[src/hdl/viu_pkg.sv]
////////////////////////////////////////////////////////////////////////////
// Widths, tag beat layout and FSM states of the VLAN isolation unit
// Route id zero is reserved and means no route
////////////////////////////////////////////////////////////////////////////
package viu_pkg;

    // Widths that carry a meaning
    localparam int NET_DATA_BITS = 64;
    localparam int ROUTE_ID_BITS = 14;
    localparam int NODE_ID_BITS  = 4;
    localparam int TPID_BITS     = 16;

    // One stream beat
    typedef logic [NET_DATA_BITS-1:0] net_data_t;

    // Route id: [9:6] sender, [5:2] receiver, [1:0] flags, upper bits unused
    typedef logic [ROUTE_ID_BITS-1:0] route_id_t;

    // Sender or receiver id
    typedef logic [NODE_ID_BITS-1:0] node_id_t;

    // 802.1Q tag protocol id
    localparam logic [TPID_BITS-1:0] VLAN_TPID = 16'h8100;

    // Tag beat layout, all other bits zero
    localparam int TAG_TPID_LSB  = 48;
    localparam int TAG_ROUTE_LSB = 32;

    // Receiver id position inside a route id
    localparam int TAG_RECV_LSB  = 2;

    // Transmit side tagger
    typedef enum logic {
        TAG,
        BODY
    } tag_ins_state_t;

    // Receive side untagger
    typedef enum logic [1:0] {
        HEAD,
        PASS,
        DROP
    } tag_ext_state_t;

endpackage

[src/hdl/route_id_select.sv]
////////////////////////////////////////////////////////////////////////////
// Strobes are single-cycle pulses without back-pressure
// A held id of zero is skipped, RDMA wins over TCP over the external id
////////////////////////////////////////////////////////////////////////////
`timescale 1ns/100ps

module route_id_select import viu_pkg::*; (
    input  logic      aclk,
    input  logic      aresetn,

    // RDMA connection table lookup
    input  route_id_t rdma_route_id,
    input  logic      rdma_route_id_valid,

    // TCP connection table lookup
    input  route_id_t tcp_route_id,
    input  logic      tcp_route_id_valid,

    // Fallback from the switch
    input  route_id_t ext_route_id,

    output route_id_t tx_route
);

    route_id_t rdma_held;
    route_id_t tcp_held;

    // The id is known when the command is processed,
    // the packet itself shows up later
    always_ff @(posedge aclk) begin
        if (!aresetn) begin
            rdma_held <= '0;
        end else if (rdma_route_id_valid) begin
            rdma_held <= rdma_route_id;
        end
    end

    always_ff @(posedge aclk) begin
        if (!aresetn) begin
            tcp_held <= '0;
        end else if (tcp_route_id_valid) begin
            tcp_held <= tcp_route_id;
        end
    end

    // Priority choice
    always_comb begin
        if (rdma_held != '0) begin
            tx_route = rdma_held;
        end else if (tcp_held != '0) begin
            tx_route = tcp_held;
        end else begin
            tx_route = ext_route_id;
        end
    end

endmodule

[src/hdl/vlan_tag_insert.sv]
////////////////////////////////////////////////////////////////////////////
// Adds no latency and offers the tag beat once a first beat waits
// Tag route is sampled in the cycle the tag beat is accepted
////////////////////////////////////////////////////////////////////////////
`timescale 1ns/100ps

module vlan_tag_insert import viu_pkg::*; (
    input  logic      aclk,
    input  logic      aresetn,

    input  route_id_t tx_route,

    // Untagged packets from the stack
    input  net_data_t s_tdata,
    input  logic      s_tlast,
    input  logic      s_tvalid,
    output logic      s_tready,

    // Tagged packets toward the MAC
    output net_data_t m_tdata,
    output logic      m_tlast,
    output logic      m_tvalid,
    input  logic      m_tready
);

    tag_ins_state_t state;
    net_data_t      tag_beat;

    // TPID on top, route below it, rest zero
    always_comb begin
        tag_beat = '0;
        tag_beat[TAG_TPID_LSB +: TPID_BITS] = VLAN_TPID;
        tag_beat[TAG_ROUTE_LSB +: ROUTE_ID_BITS] = tx_route;
    end

    always_comb begin
        // Valid follows the input in both states
        m_tvalid = s_tvalid;
        if (state == TAG) begin
            // Hold the first body beat back while the tag goes out
            s_tready = 1'b0;
            m_tdata  = tag_beat;
            m_tlast  = 1'b0;
        end else begin
            s_tready = m_tready;
            m_tdata  = s_tdata;
            m_tlast  = s_tlast;
        end
    end

    always_ff @(posedge aclk) begin
        if (!aresetn) begin
            state <= TAG;
        end else begin
            case (state)
                TAG: begin
                    if (m_tvalid && m_tready) begin
                        state <= BODY;
                    end
                end
                BODY: begin
                    // Next packet gets its own tag
                    if (s_tvalid && s_tready && s_tlast) begin
                        state <= TAG;
                    end
                end
                default: begin
                    state <= TAG;
                end
            endcase
        end
    end

endmodule

[src/hdl/vlan_tag_extract.sv]
////////////////////////////////////////////////////////////////////////////
// First beat of every packet must be the tag, it is never forwarded
// Rejected packets are consumed at full rate regardless of output ready
////////////////////////////////////////////////////////////////////////////
`timescale 1ns/100ps

module vlan_tag_extract import viu_pkg::*; (
    input  logic      aclk,
    input  logic      aresetn,

    // Routing capability, only the receiver field is checked
    input  route_id_t vlan_ctrl,

    // Tagged packets from the MAC
    input  net_data_t s_tdata,
    input  logic      s_tlast,
    input  logic      s_tvalid,
    output logic      s_tready,

    // Untagged packets toward the stack
    output net_data_t m_tdata,
    output logic      m_tlast,
    output logic      m_tvalid,
    input  logic      m_tready,
    output route_id_t m_route
);

    tag_ext_state_t state;
    route_id_t      tag_route;
    route_id_t      route_q;
    node_id_t       tag_recv;
    node_id_t       ctrl_recv;
    logic           tag_ok;
    logic           s_fire;

    // Tag fields of the current input beat
    assign tag_route = s_tdata[TAG_ROUTE_LSB +: ROUTE_ID_BITS];
    assign tag_recv  = tag_route[TAG_RECV_LSB +: NODE_ID_BITS];
    assign ctrl_recv = vlan_ctrl[TAG_RECV_LSB +: NODE_ID_BITS];
    assign tag_ok    = (s_tdata[TAG_TPID_LSB +: TPID_BITS] == VLAN_TPID) &&
                       (tag_recv == ctrl_recv);

    assign s_fire = s_tvalid && s_tready;

    // Body beats pass as they are
    assign m_tdata = s_tdata;
    assign m_tlast = s_tlast;
    assign m_route = route_q;

    always_comb begin
        case (state)
            PASS: begin
                s_tready = m_tready;
                m_tvalid = s_tvalid;
            end
            default: begin
                // Tag and dropped beats are swallowed
                s_tready = 1'b1;
                m_tvalid = 1'b0;
            end
        endcase
    end

    // Route stays with the packet until its last beat
    always_ff @(posedge aclk) begin
        if (state == HEAD && s_fire) begin
            route_q <= tag_route;
        end
    end

    always_ff @(posedge aclk) begin
        if (!aresetn) begin
            state <= HEAD;
        end else if (s_fire) begin
            case (state)
                HEAD: begin
                    // A lone tag beat carries no body
                    if (s_tlast) begin
                        state <= HEAD;
                    end else if (tag_ok) begin
                        state <= PASS;
                    end else begin
                        state <= DROP;
                    end
                end
                PASS, DROP: begin
                    if (s_tlast) begin
                        state <= HEAD;
                    end
                end
                default: begin
                    state <= HEAD;
                end
            endcase
        end
    end

endmodule

[src/hdl/net_slice_array.sv]
////////////////////////////////////////////////////////////////////////////
// N_STAGES of at least 1, ready is combinational through the whole chain
////////////////////////////////////////////////////////////////////////////
`timescale 1ns/100ps

module net_slice_array #(
    parameter int unsigned N_STAGES = 2,
    parameter int unsigned W        = 65
) (
    input  logic         aclk,
    input  logic         aresetn,

    input  logic [W-1:0] s_payload,
    input  logic         s_tvalid,
    output logic         s_tready,

    output logic [W-1:0] m_payload,
    output logic         m_tvalid,
    input  logic         m_tready
);

    // Index 0 is the input, index N_STAGES the output
    logic [N_STAGES:0] vld;
    logic [N_STAGES:0] rdy;
    logic [W-1:0]      dat [N_STAGES+1];

    assign vld[0]   = s_tvalid;
    assign dat[0]   = s_payload;
    assign s_tready = rdy[0];

    assign m_tvalid      = vld[N_STAGES];
    assign m_payload     = dat[N_STAGES];
    assign rdy[N_STAGES] = m_tready;

    for (genvar i = 0; i < N_STAGES; i++) begin : g_stage
        // Take a beat when empty or when the held one leaves now
        assign rdy[i] = !vld[i+1] || rdy[i+1];

        always_ff @(posedge aclk) begin
            if (!aresetn) begin
                vld[i+1] <= 1'b0;
            end else if (rdy[i]) begin
                vld[i+1] <= vld[i];
            end
        end

        always_ff @(posedge aclk) begin
            if (rdy[i] && vld[i]) begin
                dat[i+1] <= dat[i];
            end
        end
    end

endmodule

[src/hdl/network_viu_top.sv]
////////////////////////////////////////////////////////////////////////////
// Single clock domain, streams carry tdata and tlast only
// Output latency is N_STAGES cycles without back-pressure
////////////////////////////////////////////////////////////////////////////
`timescale 1ns/100ps

module network_viu_top import viu_pkg::*; #(
    parameter int unsigned N_STAGES = 2
) (
    input  logic      aclk,
    input  logic      aresetn,

    // Control
    input  route_id_t vlan_ctrl,
    input  route_id_t viu_tx_tdest,

    // Route strobes from the RDMA and TCP connection tables
    input  route_id_t rdma_tx_route_id,
    input  logic      rdma_tx_route_id_valid,
    input  route_id_t tcp_tx_route_id,
    input  logic      tcp_tx_route_id_valid,

    // Transmit from the stack
    input  net_data_t s_axis_tx_tdata,
    input  logic      s_axis_tx_tlast,
    input  logic      s_axis_tx_tvalid,
    output logic      s_axis_tx_tready,

    // Transmit toward the MAC
    output net_data_t m_axis_tx_tdata,
    output logic      m_axis_tx_tlast,
    output logic      m_axis_tx_tvalid,
    input  logic      m_axis_tx_tready,

    // Receive from the MAC
    input  net_data_t s_axis_rx_tdata,
    input  logic      s_axis_rx_tlast,
    input  logic      s_axis_rx_tvalid,
    output logic      s_axis_rx_tready,

    // Receive toward the stack, route beside every beat
    output net_data_t m_axis_rx_tdata,
    output logic      m_axis_rx_tlast,
    output logic      m_axis_rx_tvalid,
    output route_id_t viu_rx_tdest,
    input  logic      m_axis_rx_tready
);

    localparam int unsigned TX_W = NET_DATA_BITS + 1;
    localparam int unsigned RX_W = ROUTE_ID_BITS + NET_DATA_BITS + 1;

    route_id_t         tx_route;

    net_data_t         ins_tdata;
    logic              ins_tlast;
    logic              ins_tvalid;
    logic              ins_tready;

    net_data_t         ext_tdata;
    logic              ext_tlast;
    logic              ext_tvalid;
    logic              ext_tready;
    route_id_t         ext_route;

    logic [TX_W-1:0]   tx_slice_out;
    logic [RX_W-1:0]   rx_slice_out;

    route_id_select u_route_sel (
        .aclk                (aclk),
        .aresetn             (aresetn),
        .rdma_route_id       (rdma_tx_route_id),
        .rdma_route_id_valid (rdma_tx_route_id_valid),
        .tcp_route_id        (tcp_tx_route_id),
        .tcp_route_id_valid  (tcp_tx_route_id_valid),
        .ext_route_id        (viu_tx_tdest),
        .tx_route            (tx_route)
    );

    vlan_tag_insert u_tag_ins (
        .aclk     (aclk),
        .aresetn  (aresetn),
        .tx_route (tx_route),
        .s_tdata  (s_axis_tx_tdata),
        .s_tlast  (s_axis_tx_tlast),
        .s_tvalid (s_axis_tx_tvalid),
        .s_tready (s_axis_tx_tready),
        .m_tdata  (ins_tdata),
        .m_tlast  (ins_tlast),
        .m_tvalid (ins_tvalid),
        .m_tready (ins_tready)
    );

    // Payload is {tlast, tdata}
    net_slice_array #(
        .N_STAGES (N_STAGES),
        .W        (TX_W)
    ) u_tx_slice (
        .aclk      (aclk),
        .aresetn   (aresetn),
        .s_payload ({ins_tlast, ins_tdata}),
        .s_tvalid  (ins_tvalid),
        .s_tready  (ins_tready),
        .m_payload (tx_slice_out),
        .m_tvalid  (m_axis_tx_tvalid),
        .m_tready  (m_axis_tx_tready)
    );

    assign m_axis_tx_tlast = tx_slice_out[NET_DATA_BITS];
    assign m_axis_tx_tdata = tx_slice_out[NET_DATA_BITS-1:0];

    vlan_tag_extract u_tag_ext (
        .aclk      (aclk),
        .aresetn   (aresetn),
        .vlan_ctrl (vlan_ctrl),
        .s_tdata   (s_axis_rx_tdata),
        .s_tlast   (s_axis_rx_tlast),
        .s_tvalid  (s_axis_rx_tvalid),
        .s_tready  (s_axis_rx_tready),
        .m_tdata   (ext_tdata),
        .m_tlast   (ext_tlast),
        .m_tvalid  (ext_tvalid),
        .m_tready  (ext_tready),
        .m_route   (ext_route)
    );

    // Payload is {route, tlast, tdata}
    net_slice_array #(
        .N_STAGES (N_STAGES),
        .W        (RX_W)
    ) u_rx_slice (
        .aclk      (aclk),
        .aresetn   (aresetn),
        .s_payload ({ext_route, ext_tlast, ext_tdata}),
        .s_tvalid  (ext_tvalid),
        .s_tready  (ext_tready),
        .m_payload (rx_slice_out),
        .m_tvalid  (m_axis_rx_tvalid),
        .m_tready  (m_axis_rx_tready)
    );

    assign viu_rx_tdest    = rx_slice_out[RX_W-1 -: ROUTE_ID_BITS];
    assign m_axis_rx_tlast = rx_slice_out[NET_DATA_BITS];
    assign m_axis_rx_tdata = rx_slice_out[NET_DATA_BITS-1:0];

endmodule

[config.mk]
export PLATFORM = sky130hd
export DESIGN_NAME = network_viu_top
export DESIGN_NICKNAME = d
export VERILOG_FILES = /design/src/hdl/viu_pkg.sv /design/src/hdl/route_id_select.sv /design/src/hdl/vlan_tag_insert.sv /design/src/hdl/vlan_tag_extract.sv /design/src/hdl/net_slice_array.sv /design/src/hdl/network_viu_top.sv
export SDC_FILE = /design/constraint.sdc
export NUM_CORES = 1
export LEC_CHECK = 0
export BUFFER_PORTS_ARGS = -buffer_cell sky130_fd_sc_hd__buf_2
export CORE_MARGIN = 8
export CORE_UTILIZATION = 47
export DETAILED_ROUTE_END_ITERATION = 12
export PLACE_DENSITY = 0.76
export SETUP_SLACK_MARGIN = 0.1
export SYNTH_ARGS = -nofsm -noshare
export SYNTH_HDL_FRONTEND = slang
export SYNTH_SLANG_ARGS = --single-unit
[constraint.sdc]
create_clock -name aclk -period 5.3 [get_ports aclk]
set_clock_uncertainty 0.15 [all_clocks]
set_input_delay 0.795 -clock aclk [delete_from_list [all_inputs] [get_ports aclk]]
set_output_delay 0.795 -clock aclk [all_outputs]
set_load 0.005 [all_outputs]
==> reports/qor.txt, run 1 <==
status -> complete, no violations
drt first pass iters -> 4
worst slack, placed -> 2630 ps
critical path type -> register to primary output
leakage -> 5.62 nW
dpl cells -> 1240
global route overflow -> 0
# nets final -> 1138
CP required -> 4360 ps
first-pass GRT wire length -> 36400 microns
CP endpoint kind -> primary output
CP Launch Type -> register
CP max stage delay -> 530 ps
die height -> 178 microns
Crit-path slowest cell -> inv_1
Max-Cap Viols -> 0
r2r setup slk -> 3110 ps
CTS tree -> built
post-cts sizing count -> 0
clock slew at reported path FFs -> 60 ps
R2R Path Start -> u_tag_ins.state
Die Width -> 178 microns
Post-CTS Setup Inserts -> 0
dpl hpwl -> 18100 microns
Synth Area in XOR/XNOR -> 0.282%
DR vias/cell -> 4.77
clock root buffer -> clkbuf_16
hold path endpoint -> u_rx_slice.dat[147]
final instance area -> 14600 sq um
Synth Cell Area -> 12400 sq um
Worst Path Arrival -> 2190 ps
drt total wl -> 24900 microns
RSZ-0062 raised after global routing -> no
H-tree depth -> 2
Initial Util -> 47.7%
Global Route Usage Sum -> 14.8%
final core occ -> 56.0%
R2R Path End -> u_tx_slice.dat[106]
RePlAce Congestion -> 0.824
Buffers on Ports -> 331
max frequency -> 319 MHz
Max rail drop VDD -> 0.284 mV
row count -> 59
register area share after synthesis -> 78.8%
WHS -> 251 ps
crit path cell chain -> buf_4, inv_1, a21oi_1, buf_2
Hold Path Depth -> 0
Syn Nets -> 925
Worst Setup SP -> u_tag_ins.state
largest family of logic cells by synthesized area -> buffers and inverters
min Tclk post-route -> 3140 ps
Buffers & Inverters on Critical Path -> 3
DP Area -> 13400 sq um
Synth Area in Adders -> 0.202%
largest net degree at the start of global routing -> 80
crit path max fanout -> 70
number of fill cells -> 2036
mean post-synth cell area -> 17.0 sq um
clk sinks -> 337
area grow syn2layout -> 17.4%
Synth Instances -> 729
final setup margin -> 2160 ps
Layout Cells excl Fill -> 1304
Max Slew Vio Count -> 0
met3 Resource Use GR -> 6.01%
number of distinct library cells after synthesis -> 38
Routed WL per cell -> 19.1 microns
Hold Path Origin -> u_tag_ext.m_route[3]
DRC violation count after routing -> 0
slew margin rel. -> 28.5%
Yosys reg bits -> 337
HP Class -> register to register
initial antenna violation count -> 7
Die ar. -> 31800 sq um
Placeable Area -> 26000 sq um
Synthesis Warnings -> 0
CTS Hold Bufs -> 0
total power -> 5.70 mW
CP top delay family -> buffers and inverters
complex-gate fraction of the synthesized area -> 2.00%
layout cells sized above 1 -> 42.4%
Fin. Hold Viols -> 0
Crit path depth -> 4
mux share of post-synthesis cell area -> 2.26%
Final ANT Viol Nets -> 0
Reg2Reg Depth -> 4
vias in the first global route -> 6426
I/O pins -> 342
Final period util -> 59.2%
via count -> 6219
TritonCTS Buffers -> 35
GRT Max-Usage Layer -> met2
Worst Tran Pin Value -> 1070 ps
Worst-Skew Late Latency -> 500 ps
global-route met1 utilization -> 17.6%
Final TNS setup -> 0 ps
DR iter-0 viols -> 375
simple-gate portion of the synthesized area -> 6.89%
P per Cell Area -> 391 nW/um^2
Max clock buf depth -> 3
Final setup viols -> 0
met2 Use GR -> 24.3%
-- worst register-to-register path, cell delays in order (launching register included) --
cell,delay (ps)
dfxtp_2,310
buf_4,470
inv_1,530
o21ai_0,350
a21oi_1,110
-- state kept, by name, summed over array words and instances, names as in the netlist --
register,count
u_route_sel.rdma_held,14
u_route_sel.tcp_held,14
u_rx_slice.dat,79
u_rx_slice.m_payload,79
u_rx_slice.m_tvalid,1
u_rx_slice.vld,1
u_tag_ext.m_route,14
u_tag_ext.state,2
u_tag_ins.state,1
u_tx_slice.dat,65
u_tx_slice.m_payload,65
u_tx_slice.m_tvalid,1
u_tx_slice.vld,1
-- report_power, final --
group	switching, mW	internal (mW)
combinational	0.143	0.118
clock	0.952	1.47
sequential	0.0307	2.98
total	1.13	4.57
-- cell families after synthesis --
| kind of cell | after synthesis |
|---|---|
| xor gates and xnor gates | 4 |
| DFF | 337 |
| and+or+nand+nor | 154 |
| buffers and inverters | 166 |
| muxes | 28 |
| AOI/OAI and AO/OA | 38 |
| adders and majority gates | 2 |
-- layout by cell type, fill, tap and decap left out, types with 3 or more instances in the layout --
| master | count |
|---|---|
| o21ai_1 | 6 |
| clkinv_2 | 6 |
| nand2b_1 | 3 |
| nand3_2 | 4 |
| bufinv_16 | 3 |
| a21oi_2 | 7 |
| inv_1 | 4 |
| buf_2 | 331 |
| nor4_1 | 5 |
| and2_1 | 49 |
| buf_4 | 6 |
| nand3_1 | 8 |
| mux2i_1 | 28 |
| nand4_1 | 3 |
| nor4_2 | 3 |
| xnor2_1 | 4 |
| a211oi_1 | 3 |
| dfxtp_1 | 34 |
| o21ai_0 | 6 |
| nand2_1 | 7 |
| nor2_1 | 51 |
| clkinv_1 | 5 |
| clkbuf_1 | 6 |
| edfxtp_1 | 302 |
| clkbuf_16 | 38 |
| a21oi_1 | 7 |
| or3_1 | 11 |
-- final cells by class --
cell class	instances	area (sq um)	share of cell area, %
antenna	1	2.50	0.0172
inverter	5	18.8	0.129
sequential	337	9770	67.1
clock buffer	45	987	6.78
clock inverter	18	184	1.26
timing repair buffer	337	1700	11.7
tap	335	419	2.88
multi-input combinational	226	1480	10.2
-- worst max-delay path by stage --
stage	to	slack (ps)
floorplan	u_rx_slice.m_payload[0]	240
global placement	s_axis_tx_tready	2670
detailed placement	u_tag_ext.state[0]	2630
CTS	s_axis_tx_tready	2090
global route	s_axis_tx_tready	1910
finish	s_axis_tx_tready	2160
-- cells in the mapped netlist --
| cell type | count | share of area, % |
|---|---|---|
| a2111oi_0 | 1 | 0.071 |
| a211oi_1 | 3 | 0.18 |
| a21oi_1 | 9 | 0.36 |
| a21oi_2 | 7 | 0.49 |
| a31oi_1 | 1 | 0.050 |
| a41o_1 | 1 | 0.081 |
| and2_1 | 49 | 2.5 |
| and3_1 | 1 | 0.050 |
| and4_1 | 2 | 0.14 |
| buf_12 | 1 | 0.16 |
| buf_2 | 4 | 0.16 |
| buf_4 | 144 | 8.7 |
| buf_6 | 1 | 0.091 |
| clkbuf_1 | 11 | 0.33 |
| clkinv_1 | 1 | 0.030 |
| dfxtp_1 | 35 | 5.6 |
| edfxtp_1 | 302 | 73 |
| ha_1 | 2 | 0.20 |
| inv_1 | 4 | 0.12 |
| mux2i_1 | 28 | 2.3 |
| nand2_1 | 7 | 0.21 |
| nand2b_1 | 3 | 0.15 |
| nand3_1 | 8 | 0.32 |
| nand3_2 | 4 | 0.32 |
| nand4_1 | 3 | 0.15 |
| nand4b_1 | 1 | 0.071 |
| nor2_1 | 51 | 1.5 |
| nor2b_1 | 4 | 0.20 |
| nor4_1 | 5 | 0.25 |
| nor4_2 | 3 | 0.30 |
| nor4b_1 | 2 | 0.14 |
| o21ai_0 | 6 | 0.24 |
| o21ai_1 | 6 | 0.24 |
| o22ai_1 | 1 | 0.050 |
| o31ai_1 | 2 | 0.12 |
| o31ai_2 | 1 | 0.10 |
| or3_1 | 11 | 0.55 |
| xnor2_1 | 4 | 0.28 |
-- per-layer routing --
layer,wire [microns],up-vias
met1,9560,2930
li1,-,2928
met2,11800,295
met4,599,14
met5,92,-
met3,2850,52
No activity file was read; power rests on OpenSTA's default activity.
==> run 2, diff against run 1 <==
CORE_UTILIZATION = 52   (was 47)
PLACE_DENSITY = 0.79   (was 0.76)
clock period = 2.9 ns   (was 5.3 ns; I/O delays follow)
==> run 2 against run 1 <==
  * Total power is 80% higher
  * Register-to-register slack worse by 2300 ps
  * Core utilization is 8.3 points higher
  * Count of clock-buffer cells in the layout is 3 higher
  * Combinational power is 110% higher
  * Die area is 8.8% lower
  * Sequential share of layout area is 2.4 points lower
  * Final cell count is 3.6% higher
  * Via count is 5.9% higher
  * First-iteration DRC count is 27% higher
  * Critical path type unchanged
  * Critical endpoint unchanged
  * Highest routed layer unchanged
==> reports/qor.txt, run 2 (synthesis gave the netlist of run 1 again) <==
status -> complete, no violations
CP endpoint kind -> primary output
Die Width -> 170 microns (-4.5%)
I/O pins -> 342 (unchanged)
drt total wl -> 26900 microns (+7.9%)
antenna cells -> 0 (-1)
Buffers & Inverters on Critical Path -> 2 (-1)
met2 Use GR -> 32.3% (+8.0 points)
clock network fraction of total power -> 40.8% (-1.7 points)
P per Cell Area -> 677 nW/um^2 (+73%)
Die ar. -> 29100 sq um (-8.8%)
initial antenna violation count -> 2 (-5)
Cell Int Power -> 8.16 mW (+79%)
Worst Path Arrival -> 1800 ps (-390 ps)
RSZ-0062 raised after global routing -> no
dpl hpwl -> 18100 microns (-0.34%)
GRT Max-Usage Layer -> met2
die height -> 170 microns (-4.5%)
crit path max fanout -> 24 (-66%)
row count -> 56 (-5.1%)
commonest non-fill, non-tap cell in the layout -> buf_2
first-pass GRT wire length -> 39100 microns (+7.3%)
CP top delay family -> buffers and inverters
crit path cell chain -> inv_1, a21oi_1, buf_2
CP Launch Type -> register
Max rail drop VDD -> 0.441 mV (+55%)
R2R Path Start -> u_tag_ext.state[1]
DR iter-0 viols -> 476 (+27%)
DR vias/cell -> 4.87 (+2.2%)
CP max stage delay -> 520 ps (about the same)
Final ANT Viol Nets -> 0 (unchanged)
Flop pwr share -> 53.9% (+1.0 points)
Crit-path slowest cell -> dfxtp_2
area grow syn2layout -> 21.8%
Net Sw Frac -> 20.2% (+0.48 points)
Placeable Area -> 23500 sq um (-9.7%)
drt first pass iters -> 4 (unchanged)
Final setup viols -> 0 (unchanged)
combinational share of power -> 5.4% (+0.8 points)
Max-Cap Viols -> 0 (unchanged)
min Tclk post-route -> 2380 ps
post-cts sizing count -> 0 (unchanged)
CP required -> 2320 ps (-2040 ps)
via count -> 6586 (+5.9%)
Hold Path Origin -> tcp_tx_route_id[7]
critical path type -> register to primary output
Routed WL per cell -> 19.9 microns (+4.1%)
Global Route Usage Sum -> 17.7% (+2.9 points)
CTS tree -> built
Psw -> 2.07 mW (+84%)
TritonCTS Buffers -> 35 (unchanged)
Buffers on Ports -> 331 (unchanged)
max frequency -> 420 MHz
H-tree depth -> 2 (unchanged)
Worst Tran Pin Value -> 1000 ps (-64.4 ps)
Initial Util -> 52.8% (+5.1 points)
vias in the first global route -> 6867 (+6.9%)
met3 Resource Use GR -> 4.63% (-1.4 points)
slew margin rel. -> 33.2% (+4.7 points)
clk sinks -> 337 (unchanged)
# nets final -> 1201 (+5.5%)
leakage -> 5.86 nW (+4.2%)
largest net degree at the start of global routing -> 80 (unchanged)
most frequent cells in the layout -> buf_2, edfxtp_1, dlygate4sd3_1
Fin. Hold Viols -> 0 (unchanged)
HP Class -> input port to register
Final TNS setup -> 0 ps (unchanged)
Worst-Skew Late Latency -> 500 ps (about the same)
clock slew at reported path FFs -> 60 ps (about the same)
clock root buffer -> clkbuf_16
total power -> 10.2 mW (+80%)
Max clock buf depth -> 3 (unchanged)
DRC violation count after routing -> 0 (unchanged)
RePlAce Congestion -> 0.825 (about the same)
Max Slew Vio Count -> 0 (unchanged)
global route overflow -> 0 (unchanged)
layout cells sized above 1 -> 39.4% (-2.9 points)
global-route met1 utilization -> 19.7% (+2.1 points)
Worst Setup SP -> u_tag_ins.state
Final period util -> 82.2%
==> run 2: cell types whose count changed in the layout (fill, tap and decap cells not counted), sizes merged <==
cell and delta:
dlygate4sd3 +62, clkinv +1, diode -1, clkinvlp -2, inv +1, buf +1, bufinv -2, clkbuf +3
==> run 2: power groups by stage <==
stage                     Sequential, mW  Clock, mW  Combinational [mW]
after floorplan                     5.59          0               0.295
after global placement              5.61          0               0.462
after detailed placement            5.62          0               0.477
after CTS                           5.52       4.24               0.551
after global routing                5.53       4.44               0.602
final                               5.52       4.17               0.548
==> run 2: area by class of cell <==
| class | instances | area, sq um |
|---|---|---|
| Inverter | 5 | 18.8 |
| Clock inverter | 16 | 119 |
| Clock buffer | 48 | 966 |
| Sequential cell | 337 | 9770 |
| Fill cell | 1611 | 8360 |
| Multi-Input combinational cell | 226 | 1480 |
| Timing Repair Buffer | 400 | 2350 |
| Tap cell | 319 | 399 |
==> run 2: routing by layer <==
metal  vias up  share of wire [%]
met5         -              0.082
met4         4                2.6
met3        47                8.4
li1       3057                  -
met2       307                 52
met1      3171                 37
==> run 2: worst reg2reg max path, stage by stage (launching register included) <==
cell and delay [ps]:
dfxtp_1 330, inv_1 60, ha_1 200, nand4b_1 150
and3_1 670, nand3_1 190, o31ai_1 280
==> run 2: final timing paths <==
| kind | endpoint | slack [ps] | depth (start not counted) |
|---|---|---|---|
| min | u_route_sel.tcp_held[7] | 30 | 3 |
| max reg2reg | u_tag_ext.state[0] | 770 | 6 |
| max | s_axis_tx_tready | 520 | 3 |
| min reg2reg | u_rx_slice.m_payload[40] | 250 | 0 |
==> run 2: metrics by stage <==
stage,setup WS (ps),cells,utilization [%],hold slack [ps],area (sq um)
6_report,516,1351,64.4,27.9,15100
5_1_grt,356,1351,64.4,10.8,15100
4_1_cts,530,1351,64.4,3.21,15100
3_5_place_dp,731,1225,57.1,255,13400
3_3_place_gp,784,1225,57.1,250,13400
2_1_floorplan,419,729,-,250,12400
==> run 2: what timing repair did <==
action,4_1_cts,5_1_grt
hold buffers,62,0
buffers inserted,0,0
hold endpoints to repair,72,0
==> run 3, diff against run 2 <==
ABC_AREA = 1   (was unset)
CORE_UTILIZATION = 47   (was 52)
PLACE_DENSITY = 0.75   (was 0.79)
clock period = 2.17 ns   (was 2.9 ns; I/O delays follow)
==> run 3 against run 2 <==
  * Synthesized cell count is 27% higher
  * Core utilization is 2.0 points lower
  * Clock power is 49% higher
  * Die area is 12% higher
  * Final cell count is 25% higher
  * Largest cell class unchanged
  * Largest power group unchanged
  * Count of clock-buffer cells in the layout is 3 lower
  * Area after synthesis is 2.6% higher
  * Sequential share of layout area is 6.2 points lower
==> reports/qor.txt, run 3 <==
dpl hpwl -> 19900 microns (+10%)
layout cells sized above 1 -> 35.4% (-4.1 points)
status -> complete, no violations
wire length on met1 -> 11300 microns (+13%)
drt first pass iters -> 5 (+1)
Max clock buf depth -> 3 (unchanged)
footprint of the multi-input gates -> 1420 sq um (-4.0%)
Buffers on Ports -> 331 (unchanged)
Hold Path Depth -> 3 (unchanged)
R2R Path Start -> u_route_sel.tcp_held[2]
RSZ-0062 raised after global routing -> no
DR vias/cell -> 4.67 (-4.1%)
Synthesis Warnings -> 0 (unchanged)
CP max stage delay -> 520 ps (about the same)
synth cell count leaders -> edfxtp_1, buf_4, nand2_1, nor2_1, inv_1
CP Launch Type -> input port
clock root buffer -> clkbuf_16
Worst Path Arrival -> 1450 ps (-350 ps)
hold path endpoint -> u_tx_slice.dat[103]
Max rail drop VDD -> 0.490 mV (+11%)
Sequential Area -> 9770 sq um (about the same)
r2r setup slk -> 430 ps (-340 ps)
register area share after synthesis -> 76.8% (-2.0 points)
Die Width -> 181 microns (+5.9%)
commonest non-fill, non-tap cell in the layout -> buf_2
Routed WL per cell -> 18.2 microns (-8.5%)
DRC violation count after routing -> 0 (unchanged)
met3 wire length -> 1850 microns (-18%)
number of fill cells -> 1899 (+18%)
Max Slew Vio Count -> 0 (unchanged)
mean post-synth cell area -> 13.7 sq um (-19%)
initial antenna violation count -> 7 (+5)
Synth Flop Type -> edfxtp_1
number of distinct library cells after synthesis -> 25 (-34%)
HP Class -> input port to register
Synth Instances -> 928 (+27%)
clock slew at reported path FFs -> 60 ps (about the same)
leakage -> 6.94 nW (+18%)
Highest Signal Layer -> met4
H-tree depth -> 2 (unchanged)
Final period util -> 88.5%
clk sinks -> 337 (unchanged)
drt total wl -> 30700 microns (+14%)
crit path max fanout -> 4 (-83%)
async set-reset flop share out of synthesis -> 0% (unchanged)
via count -> 7860 (+19%)
vias in the first global route -> 8446 (+23%)
most instantiated library cell after synthesis -> edfxtp_1
Critical Path Most Common Cell -> buf_2
critical path type -> input port to primary output
min Tclk post-route -> 1920 ps
Syn Nets -> 1124 (+22%)
largest net degree at the start of global routing -> 80 (unchanged)
Reg2Reg Depth -> 6 (unchanged)
DR iter-0 viols -> 526 (+11%)
Fin. Hold Viols -> 0 (unchanged)
synth top area cells -> edfxtp_1, buf_4, dfxtp_1, nand2_1, nor2_1
Yosys reg bits -> 337 (unchanged)
Worst-Skew Late Latency -> 510 ps (about the same)
Synth Cell Area -> 12700 sq um (+2.6%)
Final TNS setup -> 0 ps (unchanged)
Final ANT Viol Nets -> 0 (unchanged)
first-pass GRT wire length -> 46300 microns (+18%)
Max-Cap Viols -> 0 (unchanged)
Post-CTS Setup Inserts -> 0 (unchanged)
wire length on met2 -> 15700 microns (+13%)
EDFF count, synth -> 302 (unchanged)
R2R Path End -> u_tx_slice.dat[108]
# nets final -> 1504 (+25%)
crit path cell chain -> dlygate4sd3_1, buf_2, nor2_4, nand3_1, buf_2
global route overflow -> 0 (unchanged)
Crit-path slowest cell -> dlygate4sd3_1
Initial Util -> 47.5% (-5.4 points)
P per Cell Area -> 871 nW/um^2 (+29%)
Final setup viols -> 0 (unchanged)
CTS tree -> built
row count -> 60 (+7.1%)
area leader, netlist -> edfxtp_1
top cell type's share of synthesized area -> 71.3% (-1.9 points)
CP top delay family -> buffers and inverters
area grow syn2layout -> 31.3%
CP required -> 1690 ps (-630 ps)
Hold Path Origin -> s_axis_tx_tdata[38]
Global Route Usage Sum -> 18.3% (+0.56 points)
Buffers & Inverters on Critical Path -> 3 (+1)
RePlAce Congestion -> 0.852 (+3.2%)
I/O pins -> 342 (unchanged)
die height -> 181 microns (+5.9%)
max frequency -> 520 MHz
Die ar. -> 32600 sq um (+12%)
most frequent cells in the layout -> buf_2, edfxtp_1, dlygate4sd3_1
Worst Tran Pin Value -> 519 ps (-483 ps)
Placeable Area -> 26800 sq um (+14%)
slew margin rel. -> 65.3% (+32 points)
TritonCTS Buffers -> 35 (unchanged)
total power -> 14.6 mW (+42%)
CP endpoint kind -> primary output
-- run 3: changes by cell type after synthesis, moves of 5 or more --
cell	change
inv_2	+52
or3_1	-11
nor4_1	-5
a21oi_2	-5
mux2i_1	-28
nand3_1	+22
nand2_1	+109
nor2_1	+43
and2_1	-47
inv_1	+55
o21ai_0	+13
a21oi_1	+24
-- run 3: area by class of cell --
| cell class | instances | share of cell area, % |
|---|---|---|
| diodes | 7 | 0.105 |
| clock buffers | 45 | 5.65 |
| clock inverters | 18 | 1.56 |
| inverters | 112 | 2.58 |
| multi-input cells | 318 | 8.51 |
| flip-flops and latches | 337 | 58.5 |
| well taps | 341 | 2.55 |
| repair buffers | 504 | 20.5 |
-- run 3: how the worst max path moves through the flow --
stage | start | to | slack, ps | cells after the start
floorplan | u_rx_slice.m_tvalid | u_rx_slice.dat[100] | -190 | 5
global placement | m_axis_tx_tready | u_tx_slice.dat[113] | 390 | 6
detailed placement | m_axis_tx_tready | u_tx_slice.dat[93] | 380 | 6
CTS | m_axis_rx_tready | s_axis_rx_tready | 250 | 5
global route | u_tag_ins.state | s_axis_tx_tready | 150 | 3
finish | m_axis_rx_tready | s_axis_rx_tready | 250 | 5
-- run 3: cells by family after synthesis --
family | synth area share [%]
AOI/OAI and AO/OA | 2.63
xor gates and xnor gates | 0.138
adders and majority gates | 0.197
buffers and inverters | 12.4
DFF | 76.8
and+or+nand+nor | 7.87
-- run 3: per-stage QoR --
stage | utilization [%] | hold slack, ps | cells | worst slack [ps] | cell area [sq um]
after floorplan | - | 250 | 928 | -194 | 12800
after global placement | 52.0 | 250 | 1456 | 390 | 13900
after detailed placement | 52.0 | 255 | 1456 | 379 | 13900
after CTS | 62.3 | 2.08 | 1675 | 245 | 16700
after global routing | 62.3 | 28.6 | 1682 | 149 | 16700
final | 62.3 | 32.4 | 1682 | 249 | 16700
-- run 3: tightest hold or removal path: cells and delay by family --
kind | cells | cell delay (ps)
AO/OA/AOI/OAI | 1 | 110
AND/OR/NAND/NOR | 1 | 40
buffers and inverters | 1 | 90
-- run 3: what timing repair did --
action	in CTS	in global routing
hold buffers	156	0
resized for setup	0	0
hold endpoints to repair	169	0
endpoints found under the setup margin	0	0
-- run 3: power by group --
part           switching, mW  leakage, nW  internal [mW]  total, mW
sequential            0.0866         3.12           7.29       7.38
clock                   2.41        0.583           3.81       6.22
combinational          0.476         3.23          0.477      0.953
total                   2.97         6.94           11.6       14.6
-- run 3: metal layers --
metal	track usage, %	vias to the layer above
met4	10.9	0
met3	5.16	104
met2	32.3	327
li1	-	3732
met1	19.3	3697
met5	0	-
